**src/dfr_pkg.sv**
```systemverilog
`default_nettype none

package dfr_pkg;

    // ========================================
    // stream and frame format
    // ========================================

    localparam int DATA_W        = 32;
    localparam int PAYLOAD_WORDS = 16;
    localparam int PAY_CNT_W     = 4;

    // two-word preamble, high word comes first on the link
    localparam logic [DATA_W-1:0] PREAMBLE_HI = 32'hEB94_BDA3;
    localparam logic [DATA_W-1:0] PREAMBLE_LO = 32'hF6AA_EE24;

    // ========================================
    // crc and statistics
    // ========================================

    // crc-32, msb first, no reflection, no final xor
    localparam logic [31:0] CRC_POLY = 32'h04C1_1DB7;
    localparam logic [31:0] CRC_INIT = 32'hFFFF_FFFF;

    // frame counters stop here
    localparam logic [31:0] CNT_MAX = 32'hFFFF_FFFF;

    // ========================================
    // shared types
    // ========================================

    typedef logic [DATA_W-1:0] word_t;

    // header word layout
    typedef struct packed {
        logic [15:0] block_id;
        logic [15:0] frame_in_block;
    } frame_hdr_t;

    // single-cycle strobes out of the decode stage
    typedef struct packed {
        logic hdr_fire;
        logic pay_fire;
        logic first_word;
        logic crc_fire;
    } sync_ev_t;

    typedef struct packed {
        logic [31:0] total_frames;
        logic [31:0] crc_err_frames;
    } frame_stats_t;

endpackage

`default_nettype wire
```
**src/fso_deframer.sv**
```systemverilog
`timescale 1ns/1ps
`default_nettype none

module fso_deframer
    import dfr_pkg::*;
(
    input  wire            clk,
    input  wire            rst_n,
    input  wire            i_link_up,
    input  word_t          i_s_data,
    input  wire            i_s_valid,
    output logic           o_s_ready,
    output word_t          o_m_data,
    output logic           o_m_first,
    output logic           o_m_valid,
    input  wire            i_m_ready,
    output logic           o_frame_start,
    output frame_hdr_t     o_hdr,
    output logic [15:0]    o_frame_index,
    output logic           o_frame_locked,
    output frame_stats_t   o_stats
);

    sync_ev_t ev;
    word_t    acc_word;
    logic     crc_ok;
    logic     stall;

    // decode, crc check, result
    frame_sync u_sync (
        .clk       (clk),
        .rst_n     (rst_n),
        .i_link_up (i_link_up),
        .i_s_data  (i_s_data),
        .i_s_valid (i_s_valid),
        .i_m_ready (i_m_ready),
        .i_stall   (stall),
        .o_s_ready (o_s_ready),
        .o_ev      (ev),
        .o_word    (acc_word)
    );

    crc32_check u_crc (
        .clk      (clk),
        .rst_n    (rst_n),
        .i_ev     (ev),
        .i_word   (acc_word),
        .o_crc_ok (crc_ok)
    );

    frame_result u_result (
        .clk            (clk),
        .rst_n          (rst_n),
        .i_link_up      (i_link_up),
        .i_ev           (ev),
        .i_word         (acc_word),
        .i_crc_ok       (crc_ok),
        .i_m_ready      (i_m_ready),
        .o_stall        (stall),
        .o_m_data       (o_m_data),
        .o_m_first      (o_m_first),
        .o_m_valid      (o_m_valid),
        .o_frame_start  (o_frame_start),
        .o_hdr          (o_hdr),
        .o_frame_index  (o_frame_index),
        .o_frame_locked (o_frame_locked),
        .o_stats        (o_stats)
    );

endmodule

`default_nettype wire

```
**src/frame_result.sv**
```systemverilog
`timescale 1ns/1ps
`default_nettype none

module frame_result
    import dfr_pkg::*;
(
    input  wire            clk,
    input  wire            rst_n,
    input  wire            i_link_up,
    input  sync_ev_t       i_ev,
    input  word_t          i_word,
    input  wire            i_crc_ok,
    input  wire            i_m_ready,
    output logic           o_stall,
    output word_t          o_m_data,
    output logic           o_m_first,
    output logic           o_m_valid,
    output logic           o_frame_start,
    output frame_hdr_t     o_hdr,
    output logic [15:0]    o_frame_index,
    output logic           o_frame_locked,
    output frame_stats_t   o_stats
);

    logic [15:0] frame_cnt;

    // held word not yet taken downstream
    assign o_stall = o_m_valid && !i_m_ready;

    // ========================================
    // payload output register
    // ========================================

    always_ff @(posedge clk or negedge rst_n) begin
        if (!rst_n) begin
            o_m_valid     <= 1'b0;
            o_m_first     <= 1'b0;
            o_frame_start <= 1'b0;
        end else begin
            o_frame_start <= i_ev.pay_fire && i_ev.first_word;
            if (i_ev.pay_fire) begin
                o_m_valid <= 1'b1;
                o_m_first <= i_ev.first_word;
            end else if (o_m_valid && i_m_ready) begin
                o_m_valid <= 1'b0;
            end
        end
    end

    // payload word held for downstream
    always_ff @(posedge clk or negedge rst_n) begin
        if (!rst_n) begin
            o_m_data <= '0;
        end else if (i_ev.pay_fire) begin
            o_m_data <= i_word;
        end
    end

    // ========================================
    // header, index, lock and counters
    // ========================================

    always_ff @(posedge clk or negedge rst_n) begin
        if (!rst_n) begin
            o_hdr          <= '0;
            o_frame_index  <= '0;
            frame_cnt      <= '0;
            o_frame_locked <= 1'b0;
            o_stats        <= '0;
        end else begin
            if (i_ev.hdr_fire) begin
                o_hdr         <= frame_hdr_t'(i_word);
                o_frame_index <= frame_cnt;
                frame_cnt     <= frame_cnt + 1'b1;
            end

            if (i_ev.crc_fire) begin
                if (o_stats.total_frames != CNT_MAX) begin
                    o_stats.total_frames <= o_stats.total_frames + 1'b1;
                end
                if (!i_crc_ok && (o_stats.crc_err_frames != CNT_MAX)) begin
                    o_stats.crc_err_frames <= o_stats.crc_err_frames + 1'b1;
                end
            end

            // link loss wins over a good crc
            if (!i_link_up) begin
                o_frame_locked <= 1'b0;
            end else if (i_ev.crc_fire && i_crc_ok) begin
                o_frame_locked <= 1'b1;
            end
        end
    end

endmodule

`default_nettype wire

```
**src/crc32_check.sv**
```systemverilog
`timescale 1ns/1ps
`default_nettype none

module crc32_check
    import dfr_pkg::*;
(
    input  wire         clk,
    input  wire         rst_n,
    input  sync_ev_t    i_ev,
    input  word_t       i_word,
    output logic        o_crc_ok
);

    logic [31:0] crc_q;

    // one full word through the serial crc, msb first
    function automatic logic [31:0] crc_word(input logic [31:0] crc_in,
                                             input word_t       data);
        logic [31:0] c;
        logic        fb;
        c = crc_in;
        for (int i = DATA_W - 1; i >= 0; i--) begin
            fb = c[31] ^ data[i];
            c  = {c[30:0], 1'b0};
            if (fb) begin
                c = c ^ CRC_POLY;
            end
        end
        return c;
    endfunction

    // ========================================
    // running crc over payload
    // ========================================

    // header reseeds, so the register is clean before word 0
    always_ff @(posedge clk or negedge rst_n) begin
        if (!rst_n) begin
            crc_q <= CRC_INIT;
        end else if (i_ev.hdr_fire) begin
            crc_q <= CRC_INIT;
        end else if (i_ev.pay_fire) begin
            crc_q <= crc_word(crc_q, i_word);
        end
    end

    // only looked at while crc_fire is high
    assign o_crc_ok = (i_word == crc_q);

endmodule

`default_nettype wire

```
**src/frame_sync.sv**
```systemverilog
`timescale 1ns/1ps
`default_nettype none

module frame_sync
    import dfr_pkg::*;
(
    input  wire              clk,
    input  wire              rst_n,
    input  wire              i_link_up,
    input  word_t            i_s_data,
    input  wire              i_s_valid,
    input  wire              i_m_ready,
    input  wire              i_stall,
    output logic             o_s_ready,
    output sync_ev_t         o_ev,
    output word_t            o_word
);

    typedef enum logic [2:0] {
        S_WAIT_LINK = 3'd0,
        S_HUNT_HI   = 3'd1,
        S_HUNT_LO   = 3'd2,
        S_HEADER    = 3'd3,
        S_PAYLOAD   = 3'd4,
        S_CRC       = 3'd5
    } sync_state_t;

    sync_state_t          state;
    logic [PAY_CNT_W-1:0] pay_cnt;
    logic                 fire;
    logic                 last_pay;

    // ========================================
    // input handshake
    // ========================================

    // nothing is taken while the result register is stuck
    // payload words also need room downstream right now
    always_comb begin
        o_s_ready = 1'b0;
        if (i_link_up && !i_stall) begin
            case (state)
                S_WAIT_LINK: o_s_ready = 1'b0;
                S_PAYLOAD:   o_s_ready = i_m_ready;
                default:     o_s_ready = 1'b1;
            endcase
        end
    end

    assign fire     = i_s_valid && o_s_ready;
    assign last_pay = (pay_cnt == PAY_CNT_W'(PAYLOAD_WORDS - 1));
    assign o_word   = i_s_data;

    // event strobes for the later stages
    always_comb begin
        o_ev            = '0;
        o_ev.hdr_fire   = fire && (state == S_HEADER);
        o_ev.pay_fire   = fire && (state == S_PAYLOAD);
        o_ev.first_word = fire && (state == S_PAYLOAD) && (pay_cnt == '0);
        o_ev.crc_fire   = fire && (state == S_CRC);
    end

    // ========================================
    // frame FSM
    // ========================================

    always_ff @(posedge clk or negedge rst_n) begin
        if (!rst_n) begin
            state   <= S_WAIT_LINK;
            pay_cnt <= '0;
        end else if (!i_link_up) begin
            // partial frame is dropped
            state   <= S_WAIT_LINK;
            pay_cnt <= '0;
        end else begin
            case (state)
                S_WAIT_LINK: begin
                    state <= S_HUNT_HI;
                end

                S_HUNT_HI: begin
                    if (fire && (i_s_data == PREAMBLE_HI)) begin
                        state <= S_HUNT_LO;
                    end
                end

                S_HUNT_LO: begin
                    if (fire) begin
                        // mismatch restarts the hunt, even on another HI word
                        state <= (i_s_data == PREAMBLE_LO) ? S_HEADER : S_HUNT_HI;
                    end
                end

                S_HEADER: begin
                    if (fire) begin
                        pay_cnt <= '0;
                        state   <= S_PAYLOAD;
                    end
                end

                S_PAYLOAD: begin
                    if (fire) begin
                        if (last_pay) begin
                            pay_cnt <= '0;
                            state   <= S_CRC;
                        end else begin
                            pay_cnt <= pay_cnt + 1'b1;
                        end
                    end
                end

                S_CRC: begin
                    if (fire) begin
                        state <= S_HUNT_HI;
                    end
                end

                default: begin
                    state <= S_WAIT_LINK;
                end
            endcase
        end
    end

endmodule

`default_nettype wire

```
**config.mk**
```make
export PLATFORM = sky130hd
export DESIGN_NAME = fso_deframer
export DESIGN_NICKNAME = d
export VERILOG_FILES = /design/src/dfr_pkg.sv /design/src/fso_deframer.sv /design/src/frame_result.sv /design/src/crc32_check.sv /design/src/frame_sync.sv
export SDC_FILE = /design/constraint.sdc
export NUM_CORES = 1
export LEC_CHECK = 0
export ABC_CLOCK_PERIOD_IN_PS = 3500
export BUFFER_PORTS_ARGS = -buffer_cell sky130_fd_sc_hd__buf_4
export CORE_MARGIN = 10
export CORE_UTILIZATION = 52
export DETAILED_ROUTE_END_ITERATION = 7
export PLACE_DENSITY = 0.81
export SKIP_LAST_GASP = 1
export SLEW_MARGIN = 20
export SYNTH_ARGS = -nofsm -noshare
export SYNTH_HDL_FRONTEND = slang
export SYNTH_SLANG_ARGS = --single-unit
```
**constraint.sdc**
```tcl
create_clock -name clk -period 3.5 [get_ports clk]
set_clock_uncertainty 0.1 [all_clocks]
set_input_delay 0.7 -clock clk [delete_from_list [all_inputs] [get_ports clk]]
set_output_delay 0.7 -clock clk [all_outputs]
set_load 0.02 [all_outputs]
```
==> summary.md, run 1 <==
| Metric | Value |
|---|---|
| Cells after DPL | `around 1.7k` |
| DRC Markers | `0` |
| Syn Inst Count | `~1.1k` |
| Site Rows | `54` |
| GR Util met2 | `0.402` |
| Final slew viol count | `0` |
| H-Tree Depth | `1` |
| Layout cells sized above 1 | `0.361` |
| GRT busiest layer | `met2` |
| Initial Utilization | `0.530` |
| Min-Delay Path Class | `input port to asynchronous set/reset pin` |
| CTS tree | `yes` |
| Tmin final | `3.57 ns` |
| Die H | `approximately 170 um` |
| Setup ws final | `-0.0723 ns` |
| CP Capture Type | `flip-flop` |
| Outcome | `finished, violations left` |
| Most used DFF post-synth | `dfrtp_1` |
| # hold bufs at CTS | `0` |
| Synth unique cells | `roughly 60` |
| Post-synth EDFFs | `0` |
| CTS sink cnt | `between 200 and 250` |
| I/O pin total | `186` |
| HPWL Detailed | `~28,000 um` |
| Met3 Use GR | `0.0593` |
| CP arrival | `about 4 ns` |
| Largest net degree at the start of global routing | `81` |
| CP Cell Sequence | `xor2_2, xnor3_2, xnor2_4, xnor3_2, xor3_2, xnor2_4, xnor2_2, or3b_1, nand3_1` |
| Final Hold Fails | `0` |
| Die Wd | `between 150 and 200 um` |
| Fin crit share | `1.02` |
| Area growth syn-to-layout | `39.5%` |
| CP required | `~3.8 ns` |
| Tot GR Track Use | `0.247` |
| CORE AREA | `~22,000 um^2` |
| Via count | `roughly 9.6k` |
| Die Area | `between 20,000 and 30,000 um^2` |
| Post-synthesis register bit count | `between 200 and 250` |
| Failing checks | `negative setup slack` |
| Number of max-cap violations | `0` |
| Mean Syn Cell Area | `10.4 um^2` |
| CP Max Fanout | `5` |
| Slew margin rel. | `0.525` |
| Post-Layout Cell Count | `1,792` |
| RSZ-0062 raised after global routing | `true` |
| DRT Wirelength | `about 37,000 um` |
| Port buffer count | `approximately 190` |
| DRT Pass-1 Iters | `6` |
| CP startpoint kind | `flip-flop` |
| Antenna-violating nets left | `0` |
| DR iter-0 viols | `between 800 and 900` |
| Initial antenna violation count | `3` |
| GR Overflow Total | `0` |
| Gpl congestion | `0.948` |
| Total CTS buffers | `21` |
| Slowest-stage cell, CP | `dfstp_2` |
| Final instance area | `between 15,000 and 20,000 um^2` |
| Final nets | `between 1.5k and 2k` |
| Sequential area share after synthesis | `0.441` |
| CTS Buffer Depth | `3` |
| Pleak | `8.11 nW` |
| Clk Tree Root Cell | `clkbuf_16` |
| First-pass GRT wire length | `around 56,000 um` |
| Post-synth ARST share | `1.00` |
| # setup viols final | `11` |
| Fmax | `280 MHz` |
| Synthesized area | `between 10,000 and 15,000 um^2` |
| Number of buffers and inverters on the critical path | `0` |
| Met1 Use GR | `0.321` |
| Max VDD drop | `0.00152 V` |
| YS warnings | `0` |
| Syn nets | `1,156` |
| Pwr Density | `~1300 nW/um^2` |
| Kind of critical path | `flip-flop to flip-flop` |
| Placement-stage cell area | `roughly 15,000 um^2` |
| Clk Latency, worst-skew pair | `0.49 ns` |
| Worst-path clk slew | `0.06 ns` |
| Family with the most delay on the worst path | `XOR/XNOR gates` |
| Wire per inst | `approximately 21 um` |
| CP max stage delay | `around 0.62 ns` |
| Vias per cell | `~5.4` |
| Least-Margin Pin Slew | `0.713 ns` |
| Vias in the first global route | `approximately 9.9k` |
==> logic make-up (layout without fill, tap and decap cells) <==
logic type,after synthesis,count (layout),synth area share
simple gates,465,465,0.178
xor+xnor,332,332,0.325
flops,203,203,0.441
compound gates,58,58,0.0305
buf+inv,44,441,0.0152
fa+ha+maj,7,7,0.00754
mux,3,3,0.00280
other cells,0,3,0
==> synthesized netlist by cell type, drive strengths merged (4+ instances only) <==
master,instances,area share
a21oi,27,0.012
and3,16,0.0086
xor3,8,0.016
and4,6,0.0045
clkbuf,27,0.0087
xnor3,37,0.072
ha,7,0.0075
xnor2,220,0.18
nand4,26,0.014
dfrtp,171,0.37
dfstp,32,0.072
xor2,67,0.058
and2,5,0.0027
buf,5,0.0026
inv,12,0.0039
nand2,278,0.090
nand3,42,0.018
nor3,8,0.0034
nand4b,4,0.0030
nor2,60,0.019
o21ai,12,0.0052
==> final timing paths <==
| kind | startpoint | to | slack (ns) | cells past startpoint |
|---|---|---|---|---|
| setup / recovery | u_crc.crc_q[31]$_DFFE_PN1P_ | u_crc.crc_q[26]$_DFFE_PN1P_ | -0.07 | 9 |
| max in group asynchronous | rst_n | u_crc.crc_q[22]$_DFFE_PN1P_ | 2.32 | 2 |
| setup reg to reg | u_crc.crc_q[31]$_DFFE_PN1P_ | u_crc.crc_q[26]$_DFFE_PN1P_ | -0.07 | 9 |
| hold / removal | rst_n | u_result.o_stats[52]$_DFFE_PN0P_ | 0.15 | 1 |
| hold reg to reg | u_result.o_hdr[24]$_DFFE_PN0P_ | u_result.o_hdr[24]$_DFFE_PN0P_ | 0.37 | 2 |
| min in group clk | i_m_ready | u_result.o_m_valid$_DFFE_PN0P_ | 0.34 | 2 |
==> layer usage <==
layer  part of all wire  routed length (um)  vias to the layer above
met5                  0                   0                        -
met4              0.031                1130                        0
met3              0.079                2920                       62
met2               0.48               17600                      368
met1               0.41               15100                     4779
li1                   -                   -                     4404
==> per-stage QoR <==
stage	setup TNS, ns	power (mW)	hold slack (ns)	setup slack [ns]	util
3_5_place_dp	-9.31	16.8	0.363	-0.406	0.685
3_3_place_gp	-7.90	16.6	0.360	-0.355	0.685
5_1_grt	-1.80	22.2	0.191	-0.159	0.740
4_1_cts	-0.113	20.2	0.176	-0.0623	0.727
2_1_floorplan	-1.13	12.1	0.304	-0.140	-
6_report	-0.439	21.3	0.146	-0.0723	0.740
==> layout by cell type (no fill, tap or decap), drive strengths merged, types with 2 or more instances in the layout <==
cell	instances
a21oi	27
and2	5
and3	16
and4	6
buf	393
bufinv	3
clkbuf	31
dfrtp	171
dfstp	32
diode	3
ha	7
inv	13
mux2	2
nand2	278
nand3	42
nand4	26
nand4b	4
nor2	60
nor3	8
nor4	3
nor4b	2
nor4bb	3
o211ai	2
o21ai	12
o22a	3
o31ai	2
or2	3
or4	2
xnor2	220
xnor3	37
xor2	67
xor3	8
==> state kept, by name, summed over array words and instances, names as in the netlist <==
name / flops
u_result.frame_cnt: 16
u_result.o_m_first: 1
u_result.o_frame_index: 16
u_result.o_frame_start: 1
u_result.o_stats: 64
u_result.o_m_data: 32
u_result.o_frame_locked: 1
u_result.o_m_valid: 1
u_crc.crc_q: 32
u_sync.state: 3
u_result.o_hdr: 32
u_sync.pay_cnt: 4
==> worst register-to-register path, stage by stage, from the launching register on <==
cell and delay [ns]:
dfstp_2 0.62, xor2_2 0.24, xnor3_2 0.52, xnor2_4 0.22, xnor3_2 0.42, xor3_2 0.55
xnor2_4 0.29, xnor2_2 0.13, or3b_1 0.36, nand3_1 0.07
==> area by class of cell <==
cell class                      count  area [um^2]
Multi-Input combinational cell    865         6870
Fill cell                        1427         5700
Sequential cell                   203         5120
Timing Repair Buffer              394         3080
Clock buffer                       30          619
Tap cell                          280          350
Clock inverter                      5          108
Inverter                           12         45.0
Antenna cell                        3         7.51
==> power by group <==
group / switching, mW / internal (mW) / total [mW] / leakage (nW)
Sequential: 0.0257 / 2.39 / 2.41 / 2.68
Clock: 0.926 / 1.45 / 2.38 / 0.357
Combinational: 7.14 / 9.37 / 16.5 / 5.08
==> timing repair <==
item,4_1_cts,5_1_grt
pin swaps,13,17
endpoints found under the setup margin,23,26
setup buffers,8,14
gates resized for setup,17,24
Note: power is estimated with default switching activity, not from simulation.
==> run 2: changes to the inputs <==
--- a/config.mk
+++ b/config.mk
@@ -7,10 +7,12 @@
 export LEC_CHECK = 0
 export ABC_CLOCK_PERIOD_IN_PS = 3500
 export BUFFER_PORTS_ARGS = -buffer_cell sky130_fd_sc_hd__buf_4
+export CORE_ASPECT_RATIO = 1.75
 export CORE_MARGIN = 10
 export CORE_UTILIZATION = 52
 export DETAILED_ROUTE_END_ITERATION = 7
 export PLACE_DENSITY = 0.81
+export RECOVER_POWER = 50
 export SKIP_LAST_GASP = 1
 export SLEW_MARGIN = 20
 export SYNTH_ARGS = -nofsm -noshare
==> run 2 against run 1 <==
The flow finishes with violations (max-capacitance violations, max-slew violations, negative setup slack). Flip-flop and latch count is the same. Global-route usage increased by 0.93 points. Routed wire length increased by 4.7%. Cell count up 1.0%. Die area increased by 0.82%. Critical endpoint is now u_crc.crc_q[6]$_DFFE_PN1P_. Largest cell class unchanged. Largest power group unchanged. Highest routed layer unchanged.
==> summary.md, run 2 (same netlist as run 1, synthesis figures left out) <==
| Metric | Value |
|---|---|
| Outcome | `finished, violations left` |
| Failing checks | `max-capacitance violations, max-slew violations, negative setup slack` |
| DR top layer | `met4` |
| Worst Reg2Reg Path Length in Cells | `12 (+3)` |
| CP required | `3.83 ns (about the same)` |
| DRT Wirelength | `38,500 um (+4.7%)` |
| Die H | `218 um (+28%)` |
| Via count | `9,674 (+0.63%)` |
| Metal3 WL | `1610 um (-45%)` |
| Reg with most FFs | `u_result.o_stats` |
| WL met1 | `12,700 um (-16%)` |
| CTS tree | `yes` |
| Area growth syn-to-layout | `37.6%` |
| Wire per inst | `21.3 um (+3.6%)` |
| Die Area | `28,900 um^2 (+0.82%)` |
| Initial antenna violation count | `1 (-2)` |
| CORE AREA | `22,100 um^2 (+0.82%)` |
| Least-Margin Pin Slew | `2.46 ns (+1.75 ns)` |
| Slowest-stage cell, CP | `dfstp_2` |
| CTS Buffer Depth | `3 (unchanged)` |
| Filler instances | `1,605 (+12%)` |
| Max reg flops | `64 (unchanged)` |
| Setup ws final | `-0.0815 ns (-0.00920 ns)` |
| Min Hold Slack | `0.282 ns (+0.136 ns)` |
| Pwr Density | `1360 nW/um^2 (+3.7%)` |
| Clk Tree Root Cell | `clkbuf_16` |
| # setup viols final | `9 (-2)` |
| Min-Delay Path Class | `input port to flip-flop` |
| Vias per cell | `5.34 (-0.37%)` |
| Final slew viol count | `98 (+98)` |
| CP Cell Sequence | `xor2_2, inv_2, xnor3_4, buf_6, xnor2_4, xnor3_2, xnor2_4, xor3_2, buf_6, xnor3_1, xor2_1, a21oi_1` |
| Largest net degree at the start of global routing | `98 (+21%)` |
| Number of max-cap violations | `1 (+1)` |
| Fin crit share | `1.02 (+0.00263)` |
| Power Internal | `13.3 mW (+0.98%)` |
| Reg2Reg Setup Slack | `-0.08 ns (about the same)` |
| Reg2reg end | `u_crc.crc_q[6]$_DFFE_PN1P_` |
| Number of buffers and inverters on the critical path | `3 (+3)` |
| Most frequent cells in the layout | `302 x buf_4, 277 x nand2_1, 180 x xnor2_1` |
| CP max stage delay | `0.62 ns (about the same)` |
| Clk Latency, worst-skew pair | `0.51 ns (+0.02 ns)` |
| RSZ-0062 raised after global routing | `true` |
| End of the worst hold path | `u_result.o_m_valid$_DFFE_PN0P_` |
| Final Hold Fails | `0 (unchanged)` |
| Final nets | `1,543 (+0.13%)` |
| Pleak | `7.84 nW (-3.4%)` |
| Tmin final | `3.58 ns (+0.00920 ns)` |
| Tot GR Track Use | `0.256 (+0.00926)` |
| Vias in the first global route | `9,992 (+0.91%)` |
| Slew margin rel. | `-0.642 (-1.17)` |
| Total CTS buffers | `21 (unchanged)` |
| Setup WS pre-CTS | `-0.512 ns (-0.106 ns)` |
| DRT Pass-1 Iters | `5 (-1)` |
| H-Tree Depth | `1 (unchanged)` |
| Sw Share | `0.388 (+0.00812)` |
| HPWL Detailed | `29,800 um (+7.9%)` |
| Sequential power share | `0.111 (-0.002)` |
| Layout cells sized above 1 | `0.320 (-0.0413)` |
| Port buffer count | `185 (unchanged)` |
| Antenna-violating nets left | `0 (unchanged)` |
| Family with the most delay on the worst path | `XOR/XNOR gates` |
| WHS Path Cells | `2` |
| Max VDD drop | `0.00282 V (+85%)` |
| Critical hold path startpoint | `i_m_ready` |
| Gpl congestion | `0.962 (+1.4%)` |
| DR WL met2 | `21,000 um (+19%)` |
| I/O pin total | `186 (unchanged)` |
| Worst-path clk slew | `0.06 ns (about the same)` |
| First-pass GRT wire length | `57,500 um (+1.9%)` |
| Commonest non-fill, non-tap cell in the layout | `buf_4` |
| Gate power share | `0.790 (+0.015)` |
| CP Max Fanout | `5 (unchanged)` |
| CP arrival | `3.92 ns (+0.02 ns)` |
| Kind of critical path | `flip-flop to flip-flop` |
| Multi-input gate area | `6920 um^2 (+0.73%)` |
| CTS sink cnt | `203 (unchanged)` |
| Initial Utilization | `0.526 (-0.00433)` |
| CP startpoint kind | `flip-flop` |
| DRC Markers | `0 (unchanged)` |
| Fmax | `279 MHz (-0.26%)` |
| Site Rows | `72 (+33%)` |
| DR iter-0 viols | `554 (-31%)` |
| Die Wd | `133 um (-22%)` |
| Sequential cell area | `5120 um^2 (unchanged)` |
| Reg2reg start | `u_crc.crc_q[26]$_DFFE_PN1P_` |
| Psw | `8.46 mW (+4.5%)` |
| GR Overflow Total | `0 (unchanged)` |
| Clk pwr share | `0.099 (-0.013)` |
| CP Capture Type | `flip-flop` |
| Overall Power | `21.8 mW (+2.3%)` |
==> run 2: worst max path at each step <==
stage | slack [ns] | startpoint | depth (start not counted) | end
global route | -0.19 | u_crc.crc_q[26]$_DFFE_PN1P_ | 14 | u_crc.crc_q[14]$_DFFE_PN1P_
floorplan | -0.14 | i_s_data[30] | 10 | u_crc.crc_q[6]$_DFFE_PN1P_
detailed placement | -0.51 | i_s_data[30] | 11 | u_crc.crc_q[18]$_DFFE_PN1P_
finish | -0.08 | u_crc.crc_q[26]$_DFFE_PN1P_ | 12 | u_crc.crc_q[6]$_DFFE_PN1P_
global placement | -0.50 | i_s_data[30] | 12 | u_crc.crc_q[19]$_DFFE_PN1P_
CTS | -0.08 | u_crc.crc_q[20]$_DFFE_PN1P_ | 10 | u_crc.crc_q[18]$_DFFE_PN1P_
==> run 2: area by class of cell <==
class | instances | area share
antenna | 1 | 0.000157
clock buffer | 28 | 0.0370
multi-input combinational | 865 | 0.433
clock inverter | 9 | 0.00392
tap | 296 | 0.0232
inverter | 12 | 0.00282
sequential | 203 | 0.320
timing repair buffer | 396 | 0.180
==> run 2: power by group through the flow <==
stage                     Combinational (mW)  Sequential, mW  Clock (mW)
final                                   17.2            2.42        2.15
after global routing                    18.0            2.42        2.28
after CTS                               16.0            2.42        2.18
after detailed placement                14.6            2.46           0
after global placement                  14.4            2.46           0
after floorplan                         9.59            2.47           0
==> run 2: through the flow <==
step	setup TNS (ns)	std cells	utilization	instance area (um^2)
after floorplan	-1.13	1112	-	11900
after global placement	-8.76	1747	0.680	15000
after detailed placement	-10.43	1747	0.680	15000
after CTS	-0.389	1792	0.722	15900
after global routing	-2.01	1810	0.724	16000
final	-0.509	1810	0.724	16000
==> run 2: repair_timing <==
action,in CTS,in global routing
buffers inserted,8,20
pin swaps,9,32
resized for setup,27,33
setup endpoints to repair,19,25
hold buffers,0,0
==> run 2: worst register-to-register path: cells and delay by family (launching register included) <==
family,cells,cell delay (ns)
xor+xnor,8,2.28
flops,1,0.62
buf+inv,3,0.39
compound gates,1,0.14
==> run 2: metal layers <==
| layer | up-vias | global-route usage |
|---|---|---|
| met5 | - | 0 |
| met4 | 0 | 0.182 |
| met3 | 132 | 0.0311 |
| met2 | 350 | 0.479 |
| met1 | 4790 | 0.254 |
| li1 | 4402 | - |
==> run 3: changes to the inputs <==
--- a/config.mk
+++ b/config.mk
@@ -6,7 +6,7 @@
 export NUM_CORES = 1
 export LEC_CHECK = 0
 export ABC_CLOCK_PERIOD_IN_PS = 3500
-export BUFFER_PORTS_ARGS = -buffer_cell sky130_fd_sc_hd__buf_4
+export BUFFER_PORTS_ARGS = -buffer_cell sky130_fd_sc_hd__buf_2
 export CORE_ASPECT_RATIO = 1.75
 export CORE_MARGIN = 10
 export CORE_UTILIZATION = 52
==> run 3 against run 2 <==
The flow still finishes with violations (max-capacitance violations, max-slew violations, negative setup slack). Cell area is 1.4% lower. Maximum frequency is 0.93% higher. Core utilization is 1.0 points lower. Routed wire length is 0.62% lower. Non-clock buffer count is 15 higher. Worst setup slack better by 0.033 ns. Cell count is 0.77% higher. Critical path type unchanged. Largest cell class unchanged. Largest power group unchanged. Highest routed layer is now met5.
==> summary.md, run 3 (same netlist as run 1, synthesis figures left out) <==
| Metric | Value |
|---|---|
| Die Area | `28,900 um^2 (unchanged)` |
| Setup TNS | `-0.267 ns (+0.242 ns)` |
| Antenna-violating nets left | `0 (unchanged)` |
| Die Wd | `133 um (unchanged)` |
| CP Capture Type | `flip-flop` |
| Initial antenna violation count | `3 (+2)` |
| Metal3 WL | `1730 um (+7.5%)` |
| Final Hold Fails | `0 (unchanged)` |
| Failing checks | `max-capacitance violations, max-slew violations, negative setup slack` |
| CP Max Fanout | `4 (-1)` |
| DR top layer | `met5` |
| I/O pin total | `186 (unchanged)` |
| Via count | `9,751 (+0.80%)` |
| HPWL Detailed | `29,400 um (-1.5%)` |
| Port buffer count | `185 (unchanged)` |
| Number of max-cap violations | `1 (unchanged)` |
| Tot GR Track Use | `0.259 (+0.00270)` |
| CTS tree | `yes` |
| Clk Latency, worst-skew pair | `0.50 ns (about the same)` |
| Slew margin rel. | `-0.580 (+0.0614)` |
| Setup ws final | `-0.0484 ns (+0.0331 ns)` |
| Fmax | `282 MHz (+0.93%)` |
| H-Tree Depth | `1 (unchanged)` |
| Most frequent cells in the layout | `277 x nand2_1, 200 x buf_4, 176 x xnor2_1` |
| Worst-path clk slew | `0.06 ns (about the same)` |
| Layout cells sized above 1 | `0.332 (+0.0117)` |
| Commonest non-fill, non-tap cell in the layout | `nand2_1` |
| # setup viols final | `8 (-1)` |
| Site Rows | `72 (unchanged)` |
| Clk Tree Root Cell | `clkbuf_16` |
| Area growth syn-to-layout | `35.7%` |
| DRT Pass-1 Iters | `5 (unchanged)` |
| # hold bufs at CTS | `0 (unchanged)` |
| Die H | `218 um (unchanged)` |
| DRT Wirelength | `38,300 um (-0.62%)` |
| Kind of critical path | `flip-flop to flip-flop` |
| Pwr Density | `1420 nW/um^2 (+4.3%)` |
| Tmin final | `3.55 ns (-0.0331 ns)` |
| Min Hold Slack | `0.314 ns (+0.0322 ns)` |
| Min-Delay Path Class | `input port to flip-flop` |
| DR WL met2 | `20,900 um (-0.85%)` |
| CP required | `3.84 ns (about the same)` |
| CTS Buffer Depth | `3 (unchanged)` |
| CORE AREA | `22,100 um^2 (unchanged)` |
| Least-Margin Pin Slew | `2.37 ns (-0.0922 ns)` |
| Final nets | `1,557 (+0.91%)` |
| Gpl congestion | `0.993 (+3.3%)` |
| First-pass GRT wire length | `58,500 um (+1.9%)` |
| GR Overflow Total | `0 (unchanged)` |
| Reg with most FFs | `u_result.o_stats` |
| Total CTS buffers | `20 (-4.8%)` |
| RSZ-0062 raised after global routing | `true` |
| Vias per cell | `5.35 (about the same)` |
| Vias in the first global route | `10.3k (+2.9%)` |
| CP startpoint kind | `flip-flop` |
| Reg2Reg Setup Slack | `-0.05 ns (+0.03 ns)` |
| Outcome | `finished, violations left` |
| Final slew viol count | `91 (-7.1%)` |
| DR iter-0 viols | `605 (+9.2%)` |
| Initial Utilization | `0.526 (unchanged)` |
| Largest net degree at the start of global routing | `91 (-7.1%)` |
| Fin crit share | `1.01 (-0.00946)` |
| Pleak | `7.89 nW (+0.65%)` |
| DRC Markers | `0 (unchanged)` |
| Max reg flops | `64 (unchanged)` |
| CTS sink cnt | `203 (unchanged)` |
| Wire per inst | `21.0 um (-1.4%)` |
| Max VDD drop | `0.00265 V (-6.1%)` |
| CP arrival | `3.89 ns (-0.03 ns)` |
| WL met1 | `12,800 um (+0.88%)` |
## run 3: changes by cell type in the layout (fill, tap and decap cells not counted), sizes merged
cell / before / now
clkinvlp: 1 / 2
diode: 1 / 2
buf: 327 / 341
clkinv: 5 / 3
inv: 15 / 14
bufinv: 0 / 1
## run 3: per-layer routing
layer  track usage  vias up
met4         0.168        2
met1         0.264     4807
met2         0.482      367
li1              -     4441
met3        0.0325      134
met5             0        -
## run 3: repair_timing
item                       4_1_cts  5_1_grt
setup endpoints to repair       18       29
pin swaps                       38       28
gates resized for setup         32       30
buffers inserted                26       11
cloned                           0        0
## run 3: layout make-up
class | instances | area, um^2
diodes | 2 | 5.00
clock buffers | 27 | 578
clock inverters | 8 | 77.6
fillers | 1617 | 6320
inverters | 12 | 45.0
multi-input cells | 865 | 6920
flip-flops and latches | 203 | 5120
well taps | 296 | 370
repair buffers | 411 | 2640
## run 3: worst paths after layout
check | from | end | cells past startpoint
worst max-delay path | u_crc.crc_q[26]$_DFFE_PN1P_ | u_crc.crc_q[26]$_DFFE_PN1P_ | 12
worst min-delay path | i_m_ready | u_result.o_m_valid$_DFFE_PN0P_ | 2
worst max register to register | u_crc.crc_q[26]$_DFFE_PN1P_ | u_crc.crc_q[26]$_DFFE_PN1P_ | 12
worst min register to register | u_result.o_m_data[14]$_DFFE_PN0P_ | u_result.o_m_data[14]$_DFFE_PN0P_ | 2
max in group asynchronous | rst_n | u_result.o_stats[54]$_DFFE_PN0P_ | 2
min in group asynchronous | rst_n | u_result.o_stats[5]$_DFFE_PN0P_ | 1
## run 3: where the power goes
part	switching, mW	total, mW	leakage [nW]	internal [mW]
combinational	7.63	17.8	4.89	10.2
clock	0.944	2.19	0.319	1.24
sequential	0.0289	2.42	2.68	2.39
## run 3: metrics by stage
| step | total power [mW] | std cells | instance area, um^2 | utilization | setup WS (ns) |
|---|---|---|---|---|---|
| 2_1_floorplan | 12.1 | 1112 | 11900 | - | -0.140 |
| 3_5_place_dp | 17.4 | 1753 | 14500 | 0.659 | -0.502 |
| 6_report | 22.4 | 1824 | 15800 | 0.714 | -0.0484 |
| 3_3_place_gp | 17.1 | 1753 | 14500 | 0.659 | -0.396 |
| 4_1_cts | 21.2 | 1813 | 15600 | 0.708 | -0.0650 |
| 5_1_grt | 23.5 | 1824 | 15800 | 0.714 | -0.151 |
## run 3: worst max-delay path, stage by stage, from the launching register on
cell     delay, ns
dfstp_2       0.61
xor2_2        0.20
inv_2         0.07
xnor3_4       0.38
buf_12        0.16
xnor3_1       0.35
xnor3_2       0.43
xnor2_4       0.25
xor2_4        0.26
buf_6         0.16
xnor2_4       0.09
or3b_1        0.36
nand3_1       0.08
